==> config.mk <==
export PLATFORM = sky130hd
export DESIGN_NAME = snowInit
export DESIGN_NICKNAME = d
export VERILOG_FILES = /design/src/source/snowPkg.sv /design/src/source/initControl.sv /design/src/source/roundCounter.sv /design/src/source/sBoxLayer.sv /design/src/source/snowFsm.sv /design/src/source/snowInit.sv /design/src/source/snowLfsr.sv
export VERILOG_INCLUDE_DIRS = /design/src /design/src/source
export SDC_FILE = /design/constraint.sdc
export NUM_CORES = 2
export LEC_CHECK = 0
export BUFFER_PORTS_ARGS = -buffer_cell sky130_fd_sc_hd__clkbuf_2
export CORE_ASPECT_RATIO = 1.5
export CORE_UTILIZATION = 30
export CTS_BUF_LIST = sky130_fd_sc_hd__clkbuf_16
export DETAILED_ROUTE_END_ITERATION = 8
export PLACE_DENSITY_LB_ADDON = 0.1
export SLEW_MARGIN = 20
export SYNTH_ARGS = -nofsm -noshare
export SYNTH_HDL_FRONTEND = slang
export SYNTH_SLANG_ARGS = --single-unit
==> constraint.sdc <==
create_clock -name clk -period 64.5 [get_ports clk]
set_input_delay 19.35 -clock clk [delete_from_list [all_inputs] [get_ports clk]]
set_output_delay 19.35 -clock clk [all_outputs]
set_load 0.05 [all_outputs]
==> src/source/snowTables.svh <==
// ============================================================
// Byte substitution tables for the SNOW 3G FSM
// sBoxSR is the Rijndael S-box used by S1
// sBoxSQ is the Dickson-derived SQ box used by S2
// Entry 0 sits leftmost in each constant
// ============================================================
`ifndef SNOW_TABLES_SVH
`define SNOW_TABLES_SVH

localparam logic [0:255][7:0] sBoxSR = {
    128'h637c777bf26b6fc53001672bfed7ab76, 128'hca82c97dfa5947f0add4a2af9ca472c0,
    128'hb7fd9326363ff7cc34a5e5f171d83115, 128'h04c723c31896059a071280e2eb27b275,
    128'h09832c1a1b6e5aa0523bd6b329e32f84, 128'h53d100ed20fcb15b6acbbe394a4c58cf,
    128'hd0efaafb434d338545f9027f503c9fa8, 128'h51a3408f929d38f5bcb6da2110fff3d2,
    128'hcd0c13ec5f974417c4a77e3d645d1973, 128'h60814fdc222a908846eeb814de5e0bdb,
    128'he0323a0a4906245cc2d3ac629195e479, 128'he7c8376d8dd54ea96c56f4ea657aae08,
    128'hba78252e1ca6b4c6e8dd741f4bbd8b8a, 128'h703eb5664803f60e613557b986c11d9e,
    128'he1f8981169d98e949b1e87e9ce5528df, 128'h8ca1890dbfe6426841992d0fb054bb16
};

localparam logic [0:255][7:0] sBoxSQ = {
    128'h25247367d7ae5c30a4ee6ecb7db582db, 128'he48e48494f5d6a787088e85f5e8465e2,
    128'hd8e9cced402f112857d2ace34a151bb9, 128'hb28085a62e024729074b0ec151aa89d4,
    128'hca0146b3efdd447bc27fbec39f204c64, 128'h83a2684213b441cdbac6bb6d4d7121f4,
    128'h8db0e593fe8fe6cf43453122373696fa, 128'hbc0f08521d551ac54e23697a92ff5b5a,
    128'heb9a1ca9d17e0dfc508ab662f50af8dc, 128'h033c0c39f1b8f33df2d597668132a000,
    128'h06cef6eab717f78c79d6a7bf8b3f1f53, 128'h6375352c60fd27d394a57ca105582dbd,
    128'hd9c7af6b540be03804c89de714b1879c, 128'hdf6ff9da2ac459167491ab266176342b,
    128'had99fb72ec3312de983bc09b3e18103a, 128'h56e177c91e9e95a39019a86c09d0f086
};

`endif

==> src/source/snowPkg.sv <==
// ============================================================
// Shared types, constants and byte-field helpers for SNOW 3G
// Word width and round count are fixed by the cipher
// Alpha terms are built by byte doubling over reduction byte A9
// snowTables.svh must be reachable on the include path
// ============================================================
package snowPkg;

    localparam int unsigned lfsrWords  = 16;
    localparam int unsigned fsmWords   = 3;
    localparam int unsigned initRounds = 32;

    typedef logic [31:0] snowWord;
    typedef logic [$clog2(initRounds + 1) - 1:0] roundCount;

    // Word i at bits 32*i upward
    typedef snowWord [lfsrWords - 1:0] lfsrState;
    // R1 lowest, R3 highest
    typedef snowWord [fsmWords - 1:0] fsmState;

    localparam logic [7:0] mixPolySR = 8'h1b;
    localparam logic [7:0] mixPolySQ = 8'h69;
    localparam logic [7:0] alphaPoly = 8'ha9;

    `include "snowTables.svh"

    // One doubling step in GF(2^8) for the given reduction byte
    function automatic logic [7:0] mulX(logic [7:0] v, logic [7:0] poly);
        logic [7:0] shifted;
        shifted = {v[6:0], 1'b0};
        if (v[7]) begin
            return shifted ^ poly;
        end
        return shifted;
    endfunction

    // Repeated doubling, pow up to 255
    function automatic logic [7:0] mulXPow(logic [7:0] v, int unsigned pow,
                                           logic [7:0] poly);
        logic [7:0] acc;
        acc = v;
        for (int i = 0; i < 255; i++) begin
            if (i < pow) begin
                acc = mulX(acc, poly);
            end
        end
        return acc;
    endfunction

    // Multiply by alpha, indexed by the top byte of s0
    function automatic snowWord mulAlpha(logic [7:0] c);
        return {mulXPow(c, 23, alphaPoly), mulXPow(c, 245, alphaPoly),
                mulXPow(c, 48, alphaPoly), mulXPow(c, 239, alphaPoly)};
    endfunction

    // Divide by alpha, indexed by the low byte of s11
    function automatic snowWord divAlpha(logic [7:0] c);
        return {mulXPow(c, 16, alphaPoly), mulXPow(c, 39, alphaPoly),
                mulXPow(c, 6, alphaPoly), mulXPow(c, 64, alphaPoly)};
    endfunction

endpackage

==> src/source/initControl.sv <==
// ============================================================
// Sequencer for load, the 32 init clocks and the done level
// A load in any state restarts the run at the same edge
// ============================================================
`timescale 1ns/1ps

module initControl (
    input  logic clk,
    input  logic reset,
    input  logic load,
    input  logic lastRound,
    output logic step,
    output logic counterClear,
    output logic done
);

    typedef enum logic [1:0] {
        idleState,
        runningState,
        doneState
    } ctrlState;

    ctrlState state;

    always_ff @(posedge clk or posedge reset) begin
        if (reset) begin
            state <= idleState;
        end else if (load) begin
            state <= runningState;
        end else if (state == runningState && lastRound) begin
            state <= doneState;
        end
    end

    // Restart the count with every load
    assign counterClear = load;
    assign step         = (state == runningState);
    assign done         = (state == doneState);

endmodule

==> src/source/roundCounter.sv <==
// ============================================================
// Counts initialization clocks since the last clear
// lastRound is combinational and high while the count is 31
// counterClear wins over step
// ============================================================
`timescale 1ns/1ps

module roundCounter
    import snowPkg::*;
(
    input  logic clk,
    input  logic reset,
    input  logic counterClear,
    input  logic step,
    output logic lastRound
);

    roundCount count;

    always_ff @(posedge clk or posedge reset) begin
        if (reset) begin
            count <= '0;
        end else if (counterClear) begin
            count <= '0;
        end else if (step) begin
            count <= count + 1'b1;
        end
    end

    assign lastRound = (count == roundCount'(initRounds - 1));

endmodule

==> src/source/sBoxLayer.sv <==
// ============================================================
// Combinational 32-bit S-box layer, S1 or S2 of the FSM
// useSq = 0 gives S1 (SR table, 1B), useSq = 1 gives S2 (SQ, 69)
// No registers, result is valid in the same cycle
// ============================================================
`timescale 1ns/1ps

module sBoxLayer
    import snowPkg::*;
#(
    parameter bit useSq = 1'b0
) (
    input  snowWord wordIn,
    output snowWord wordOut
);

    localparam logic [7:0] poly = useSq ? mixPolySQ : mixPolySR;

    // Index 0 is the most significant byte, as in the cipher spec
    logic [3:0][7:0] sub;
    logic [3:0][7:0] dbl;

    always_comb begin
        for (int j = 0; j < 4; j++) begin
            if (useSq) begin
                sub[j] = sBoxSQ[wordIn[31 - 8 * j -: 8]];
            end else begin
                sub[j] = sBoxSR[wordIn[31 - 8 * j -: 8]];
            end
            dbl[j] = mulX(sub[j], poly);
        end
    end

    // Column mix, r_j = 2w_j ^ 3w_(j-1) ^ w_(j+1) ^ w_(j+2)
    always_comb begin
        for (int j = 0; j < 4; j++) begin
            wordOut[31 - 8 * j -: 8] = dbl[j] ^ dbl[(j + 3) % 4] ^ sub[(j + 3) % 4]
                                     ^ sub[(j + 1) % 4] ^ sub[(j + 2) % 4];
        end
    end

endmodule

==> src/source/snowFsm.sv <==
// ============================================================
// SNOW 3G FSM: registers R1, R2, R3 and output word F
// load clears all three registers and wins over step
// F is combinational from the current registers and s15
// ============================================================
`timescale 1ns/1ps

module snowFsm
    import snowPkg::*;
(
    input  logic    clk,
    input  logic    reset,
    input  logic    load,
    input  logic    step,
    input  snowWord s15,
    input  snowWord s5,
    output snowWord fsmWord,
    output fsmState fsmOut
);

    snowWord r1;
    snowWord r2;
    snowWord r3;
    snowWord r1Next;
    snowWord s1Out;
    snowWord s2Out;

    sBoxLayer #(.useSq(1'b0)) s1 (.wordIn(r1), .wordOut(s1Out));
    sBoxLayer #(.useSq(1'b1)) s2 (.wordIn(r2), .wordOut(s2Out));

    // Sums wrap modulo 2^32
    assign fsmWord = (s15 + r1) ^ r2;
    assign r1Next  = r2 + (r3 ^ s5);

    always_ff @(posedge clk or posedge reset) begin
        if (reset) begin
            r1 <= '0;
            r2 <= '0;
            r3 <= '0;
        end else if (load) begin
            r1 <= '0;
            r2 <= '0;
            r3 <= '0;
        end else if (step) begin
            r1 <= r1Next;
            r2 <= s1Out;
            r3 <= s2Out;
        end
    end

    assign fsmOut = {r3, r2, r1};

endmodule

==> src/source/snowInit.sv <==
// ============================================================
// SNOW 3G initialization core, top level
// load is a one-cycle strobe; done rises 32 clocks after it
// Outputs are held while done is high, until the next load
// Keystream generation is not part of this core
// ============================================================
`timescale 1ns/1ps

module snowInit
    import snowPkg::*;
(
    input  logic         clk,
    input  logic         reset,
    input  logic         load,
    input  logic [127:0] key,
    input  logic [127:0] iv,
    output lfsrState     lfsrOut,
    output fsmState      fsmOut,
    output logic         done
);

    logic    step;
    logic    counterClear;
    logic    lastRound;
    snowWord fsmWord;
    snowWord s15;
    snowWord s5;

    initControl control (
        .clk          (clk),
        .reset        (reset),
        .load         (load),
        .lastRound    (lastRound),
        .step         (step),
        .counterClear (counterClear),
        .done         (done)
    );

    roundCounter counter (
        .clk          (clk),
        .reset        (reset),
        .counterClear (counterClear),
        .step         (step),
        .lastRound    (lastRound)
    );

    snowLfsr lfsr (
        .clk     (clk),
        .reset   (reset),
        .load    (load),
        .step    (step),
        .key     (key),
        .iv      (iv),
        .fsmWord (fsmWord),
        .lfsrOut (lfsrOut),
        .s15     (s15),
        .s5      (s5)
    );

    snowFsm fsm (
        .clk     (clk),
        .reset   (reset),
        .load    (load),
        .step    (step),
        .s15     (s15),
        .s5      (s5),
        .fsmWord (fsmWord),
        .fsmOut  (fsmOut)
    );

endmodule

==> src/source/snowLfsr.sv <==
// ============================================================
// Sixteen-word SNOW 3G LFSR in initialization mode
// load takes the key and IV pattern and wins over step
// Each step shifts s_i <= s_(i+1) and feeds v into s15
// ============================================================
`timescale 1ns/1ps

module snowLfsr
    import snowPkg::*;
(
    input  logic         clk,
    input  logic         reset,
    input  logic         load,
    input  logic         step,
    input  logic [127:0] key,
    input  logic [127:0] iv,
    input  snowWord      fsmWord,
    output lfsrState     lfsrOut,
    output snowWord      s15,
    output snowWord      s5
);

    logic [3:0][31:0] keyWords;
    logic [3:0][31:0] ivWords;
    lfsrState         lfsr;
    lfsrState         loadPattern;
    snowWord          feedback;

    assign keyWords = key;
    assign ivWords  = iv;

    always_comb begin
        loadPattern[15] = keyWords[3] ^ ivWords[0];
        loadPattern[14] = keyWords[2];
        loadPattern[13] = keyWords[1];
        loadPattern[12] = keyWords[0] ^ ivWords[1];
        loadPattern[11] = ~keyWords[3];
        loadPattern[10] = ~keyWords[2] ^ ivWords[2];
        loadPattern[9]  = ~keyWords[1] ^ ivWords[3];
        loadPattern[8]  = ~keyWords[0];
        // Lower half is the plain and inverted key
        for (int i = 0; i < 4; i++) begin
            loadPattern[4 + i] = keyWords[i];
            loadPattern[i]     = ~keyWords[i];
        end
    end

    // v = s0*alpha ^ s2 ^ s11/alpha ^ F
    assign feedback = {lfsr[0][23:0], 8'h00} ^ mulAlpha(lfsr[0][31:24]) ^ lfsr[2]
                    ^ {8'h00, lfsr[11][31:8]} ^ divAlpha(lfsr[11][7:0]) ^ fsmWord;

    always_ff @(posedge clk or posedge reset) begin
        if (reset) begin
            lfsr <= '0;
        end else if (load) begin
            lfsr <= loadPattern;
        end else if (step) begin
            lfsr <= {feedback, lfsr[lfsrWords - 1:1]};
        end
    end

    assign lfsrOut = lfsr;
    assign s15     = lfsr[15];
    assign s5      = lfsr[5];

endmodule

; Word-level counts from Yosys, hierarchy flattened
; Memories as Yosys holds them, arrays and structs flattened.
; Index checks and enable logic that the tools add are counted.
[word_totals]
rom_bits = 16384
input_bits = 259
output_inout_bits = 609
reg_bits = 616
mem_count = 8
word_cells = 1397
[classes]
n_mux = 979
reduce_logical = 3
eq_ne = 3
magnitude_cmp = 8
n_bitwise = 372
addsub = 3
[memory_table]
columns = memory, depth, word_bits, rd, rd_clocked_by_memory_dff, wr, line_no
row1 = (name not given), 256, 8, 1, 0, 0, sBoxLayer.sv:28  ; sub[j] = sBoxSR[wordIn[31 - 8 * j -: 8]];
row2 = (name not given), 256, 8, 1, 0, 0, sBoxLayer.sv:26  ; sub[j] = sBoxSQ[wordIn[31 - 8 * j -: 8]];
row3 = (name not given), 256, 8, 1, 0, 0, sBoxLayer.sv:26
row4 = (name not given), 256, 8, 1, 0, 0, sBoxLayer.sv:26
row5 = (name not given), 256, 8, 1, 0, 0, sBoxLayer.sv:28
row6 = (name not given), 256, 8, 1, 0, 0, sBoxLayer.sv:28
row7 = +2 memories, --, --, --, --, --, --
[op_table]
columns = cell, count
row1 = $mux 8, 650
row2 = $not 4->4, 317
row3 = $mux 512, 2
row4 = $xor 32x32->32, 10
row5 = $mux 1, 317
row6 = $xor 8x8->8, 32
row7 = $mux 32, 6
row8 = $not 32->32, 4
row9 = $ge 9x9->1 const B, 8
row10 = $not 8->9, 8
row11 = $add 32x32->32, 2
row12 = $xor 32x24->32, 1
row13 = $mux 6, 2
row14 = $add 6x1->6 const B, 1
row15 = $eq 6x5->1 const B, 1
row16 = $mux 2, 2
row17 = $reduce_bool 2->1, 2
row18 = $eq 2x1->1 const B, 1
row19 = $eq 2x2->1 const B, 1
row20 = $logic_and 1x1->1, 1

; Longest topological paths before layout
[depth]
ltp_word = 742
ltp_mapped = 18
ltp_nobuf = 13

; Cells and area by module
; From an unflattened synthesis, not the netlist that was laid out.
[hier_totals]
hier_cells = 7917
hier_area_um2 = 65281.4
[by_module_without_submodules]
columns = mod, area_each_um2, cells_per_inst, instances, seq_area_each_um2
row1 = snowLfsr, 27482.6, 2526, 1, 12812.3
row2 = sBoxLayer at fsm.s1, 15245.9, 2271, 1, 0.0
row3 = sBoxLayer at fsm.s2, 14586.5, 2281, 1, 0.0
row4 = snowFsm, 7586.0, 802, 1, 2402.3
row5 = roundCounter, 281.5, 27, 1, 150.1
row6 = initControl, 98.8, 10, 1, 50.0

; Least setup slack after synthesis
; OpenSTA, ideal clock, no wires.
[synth_timing]
path_type = input -> register
startpoint = input load
endpoint = register lfsr.lfsr (netlist bit lfsr.lfsrOut[58])
required_ns = 64.368
arrival_ns = 20.637
setup_ns = 0.132
n_path_buf = 4
path_slack_ns = 43.731
cell_stages = 7
path_cell_list = clkbuf_1 -> inv_1 -> clkbuf_1 -> clkbuf_1 -> clkbuf_1 -> nor2_1 -> o21bai_1
[synth_via]
elab_chain_len = 1
elab_cells_between_ends = 2
cone_classes = mux (1) / reduce/logical (1)
[synth_rtl]
columns = element, line_no
row1 = "start, declared", snowInit.sv:14  ; input logic load,
row2 = $mux 512 or $reduce_bool 2->1 (tied branches), --
row3 = "end signal, assigned", snowLfsr.sv:56  ; lfsr <= loadPattern;
row4 = "end signal, assigned", snowLfsr.sv:58  ; lfsr <= {feedback, lfsr[lfsrWords - 1:1]};
row5 = "end, declared", snowLfsr.sv:25  ; lfsrState lfsr;
; Parallel ways exist; a longest one is shown, timed or not.
; A chain may end at the register's enable or synchronous reset.

; Worst setup path after layout
[layout_timing]
startpoint = input load
endpoint = register lfsr.lfsr (netlist bit lfsr.lfsrOut[7])
; Same word-level chain as after synthesis.

==> flow_summary_export.csv <==
group,metric,value,unit
run_status,run_status,"complete, no violations",
clocking,cts-root-buf,"clkbuf_16",
detailed_routing,routed_wl,378,mm
synth,syn_nets,8165,
clocking,clk_path_buf_depth,3,
sta,slew_viol_final,0,
die,coreArea,0.210,mm²
die,die_x,377,µm
sta,fmax,0.0426,GHz
detailed_routing,ant_nets,0,
clocking,worstSkewPairLatency,0.67,ns
sta,hold_viol,0,
power_and_ir_drop,ir_drop,0.0567,mV
power_and_ir_drop,swShare,0.578,
place,gp_congestion,0.998,
clocking,cts.htree.levels,3,
clocking,cts_hold_buf,0,
synth,netlist_area,0.0633,mm²
detailed_routing,drtIter0Drc,7720,
sta,fin_skew,0.0262,ns
synth,synthFlopType,"dfrtp_1",
setup_path,end_kind,"flop",
synth,syn_avg_cell_area,8.30,µm²
detailed_routing,viasPerCell,6.14,
die,ios,868,
synth,synthTopCellsByArea,"dfrtp_1 (24%), mux2i_1 (6.6%), xnor2_1 (6.2%)",
synth,synth_top_area_frac,0.244,
power_and_ir_drop,p_per_area,72.2,mW/mm²
sta,relSlewSlack,0.135,
clocking,cts.sinks,616,
power_and_ir_drop,total_power,5170,µW
job,maxCapViolations,0,
synth,ys_types,117,
detailed_routing,vias,66693,
layout,syn2layout_area_growth,13.2,%
place,portBuffers,867,
synth,yosysSeqAreaShare,0.244,
place,dp.cells,10735,
clocking,post_cts_buffers,0,
sta,worst_pin_slew,1.30,ns
global_routing,grt_overflow,0,
sta,finalSetupViolations,0,
setup_path,crit_arrival,23.99,ns
sta,rsz0062_at_grt,"no",
power_and_ir_drop,pwr-share-clk,0.077,
synth,synthArstFlopShare,1.00,
synth,synth_seq_cells,616,
detailed_routing,drc,0,
synth,syn_inst,7619,
global_routing,antenna_found_initial,23,
setup_path,startpoint_type,"input pin",
power_and_ir_drop,leakagePower,0.0316,µW
synth,synth_commonest_cells,"nand2_1 (798), dfrtp_1 (616), o21ai_0 (510), xnor2_1 (448), nor2_1 (441)",
global_routing,grt.total_usage,0.342,
layout,nNetsFinal,8541,
setup_path,path_class,"input pin to flop",
global_routing,grt_max_degree,177,
power_and_ir_drop,internal_power,2180,µW
layout,final_cells,10865,
clocking,clkTransAtPathRegs,0.06,ns
sta,fin_tns_setup,0,ns
die,row_count,206,
hold_path,hold_path_class,"flop to flop",
synth,synth-edff-count,0,
global_routing,grt_pass1_wl,524,mm
detailed_routing,firstDrtPassIters,7,
place,hpwl,289,mm
power_and_ir_drop,share_seq_of_total_power,0.128,
clocking,cts_made_buffers,66,
sta,hold_slack,0.552,ns
power_and_ir_drop,power_frac_comb,0.795,
layout,layout-drive-gt1-share,0.180,
setup_path,cp_max_fo,89,
sta,fin_crit_sh,0.364,
sta,fin_crit,23.49,ns
setup_path,cp.required,64.99,ns
clocking,cts_tree,"built",
detailed_routing,wire_per_inst,34.8,µm
global_routing,grt_pass1_vias,64716,
die,fp.dieH,564,µm
synth,yosys_warnings,0,
clocking,post_cts_resized,0,
die,start_util,0.302,
power_and_ir_drop,switchingPower,2980,µW
synth,synth_top_cell_by_area,"dfrtp_1",
die,die-area,0.213,mm²
synth,yosysMostFrequentCell,"nand2_1",
stage by stage:
| stage | area, µm² | utilization | setup slack [ns] |
|---|---|---|---|
| floorplan | 63300 | - | 27.90 |
| global placement | 69400 | 0.331 | 40.48 |
| detailed placement | 69400 | 0.331 | 40.37 |
| CTS | 71600 | 0.341 | 41.09 |
| global route | 71600 | 0.341 | 40.71 |
| finish | 71600 | 0.341 | 41.01 |
layout by cell type (no fill, tap or decap), drive strengths merged, types with 114 or more instances in the layout:
cell / netlist / routed
a211oi: 139 / 139
a21boi: 143 / 143
a21oi: 328 / 328
a31oi: 240 / 240
buf: 316 / 177
clkbuf: 419 / 932
dfrtp: 616 / 616
ha: 278 / 278
inv: 139 / 155
mux2i: 416 / 416
nand2: 798 / 798
nand2b: 163 / 163
nand3: 114 / 114
nor2: 443 / 443
nor2b: 159 / 159
nor3: 202 / 202
o21ai: 526 / 526
xnor2: 452 / 452
xor2: 181 / 181
state kept, by name (all words and copies together), names as in the netlist:
signal         cells
control.state      2
counter.count      6
fsm.r1            32
fsm.r2            32
fsm.r3            32
lfsr.lfsrOut     448
lfsr.s15          32
lfsr.s5           32
kinds of logic (layout without fill, tap and decap cells):
group                    Yosys count  count (layout)  share of synthesized area
AO/OA/AOI/OAI                   2439            2439                      0.268
AND/OR/NAND/NOR                 2182            2182                      0.164
buffers and inverters            879            1306                     0.0592
XOR/XNOR                         670             670                      0.102
flip-flops                       616             616                      0.244
multiplexers                     546             546                      0.105
adder cells (fa/ha/maj)          287             287                     0.0578
other                              0              11                          0
per-layer routing:
| metal | part of all wire | track usage | up-vias |
|---|---|---|---|
| met5 | 0.00034 | 0 | - |
| met4 | 0.095 | 0.270 | 20 |
| met3 | 0.071 | 0.0639 | 947 |
| met2 | 0.48 | 0.579 | 3649 |
| met1 | 0.35 | 0.375 | 33250 |
| li1 | - | - | 28827 |
critical path: stages:
cell and delay [ns]:
buf_8 0.43, buf_4 0.49, buf_4 0.75, buf_4 0.75, buf_4 0.82, buf_4 0.79, nand2_1 0.20, a21boi_0 0.18
power by group through the flow:
stage                     registers, µW  clock network [µW]  logic, µW
after floorplan                     794                   0       2540
after detailed placement            665                   0       4030
after global routing                661                 419       4300
after global placement              666                   0       4050
final                               660                 399       4110
after CTS                           657                 407       4050
final cells by class:
class / instances / area (µm²)
repair buffers: 1043 / 5730
clock inverters: 53 / 498
diodes: 11 / 27.5
clock buffers: 66 / 1650
inverters: 144 / 556
well taps: 2808 / 3510
fillers: 22490 / 138000
multi-input cells: 6124 / 44200
flip-flops and latches: 616 / 15500
worst paths after layout:
path | from | depth (start not counted) | to | slack [ns]
min reg2reg | counter.count[1] | 2 | counter.count[1] | 0.55
max in group asynchronous | reset | 5 | fsm.r1[27] | 42.36
max reg2reg | fsm.r1[17] | 14 | fsm.r2[28] | 58.70
min | counter.count[1] | 2 | counter.count[1] | 0.55
max | load | 8 | lfsr.lfsrOut[7] | 41.01
min in group asynchronous | reset | 2 | lfsr.lfsrOut[397] | 18.79
No activity file was read; power rests on OpenSTA's default activity.
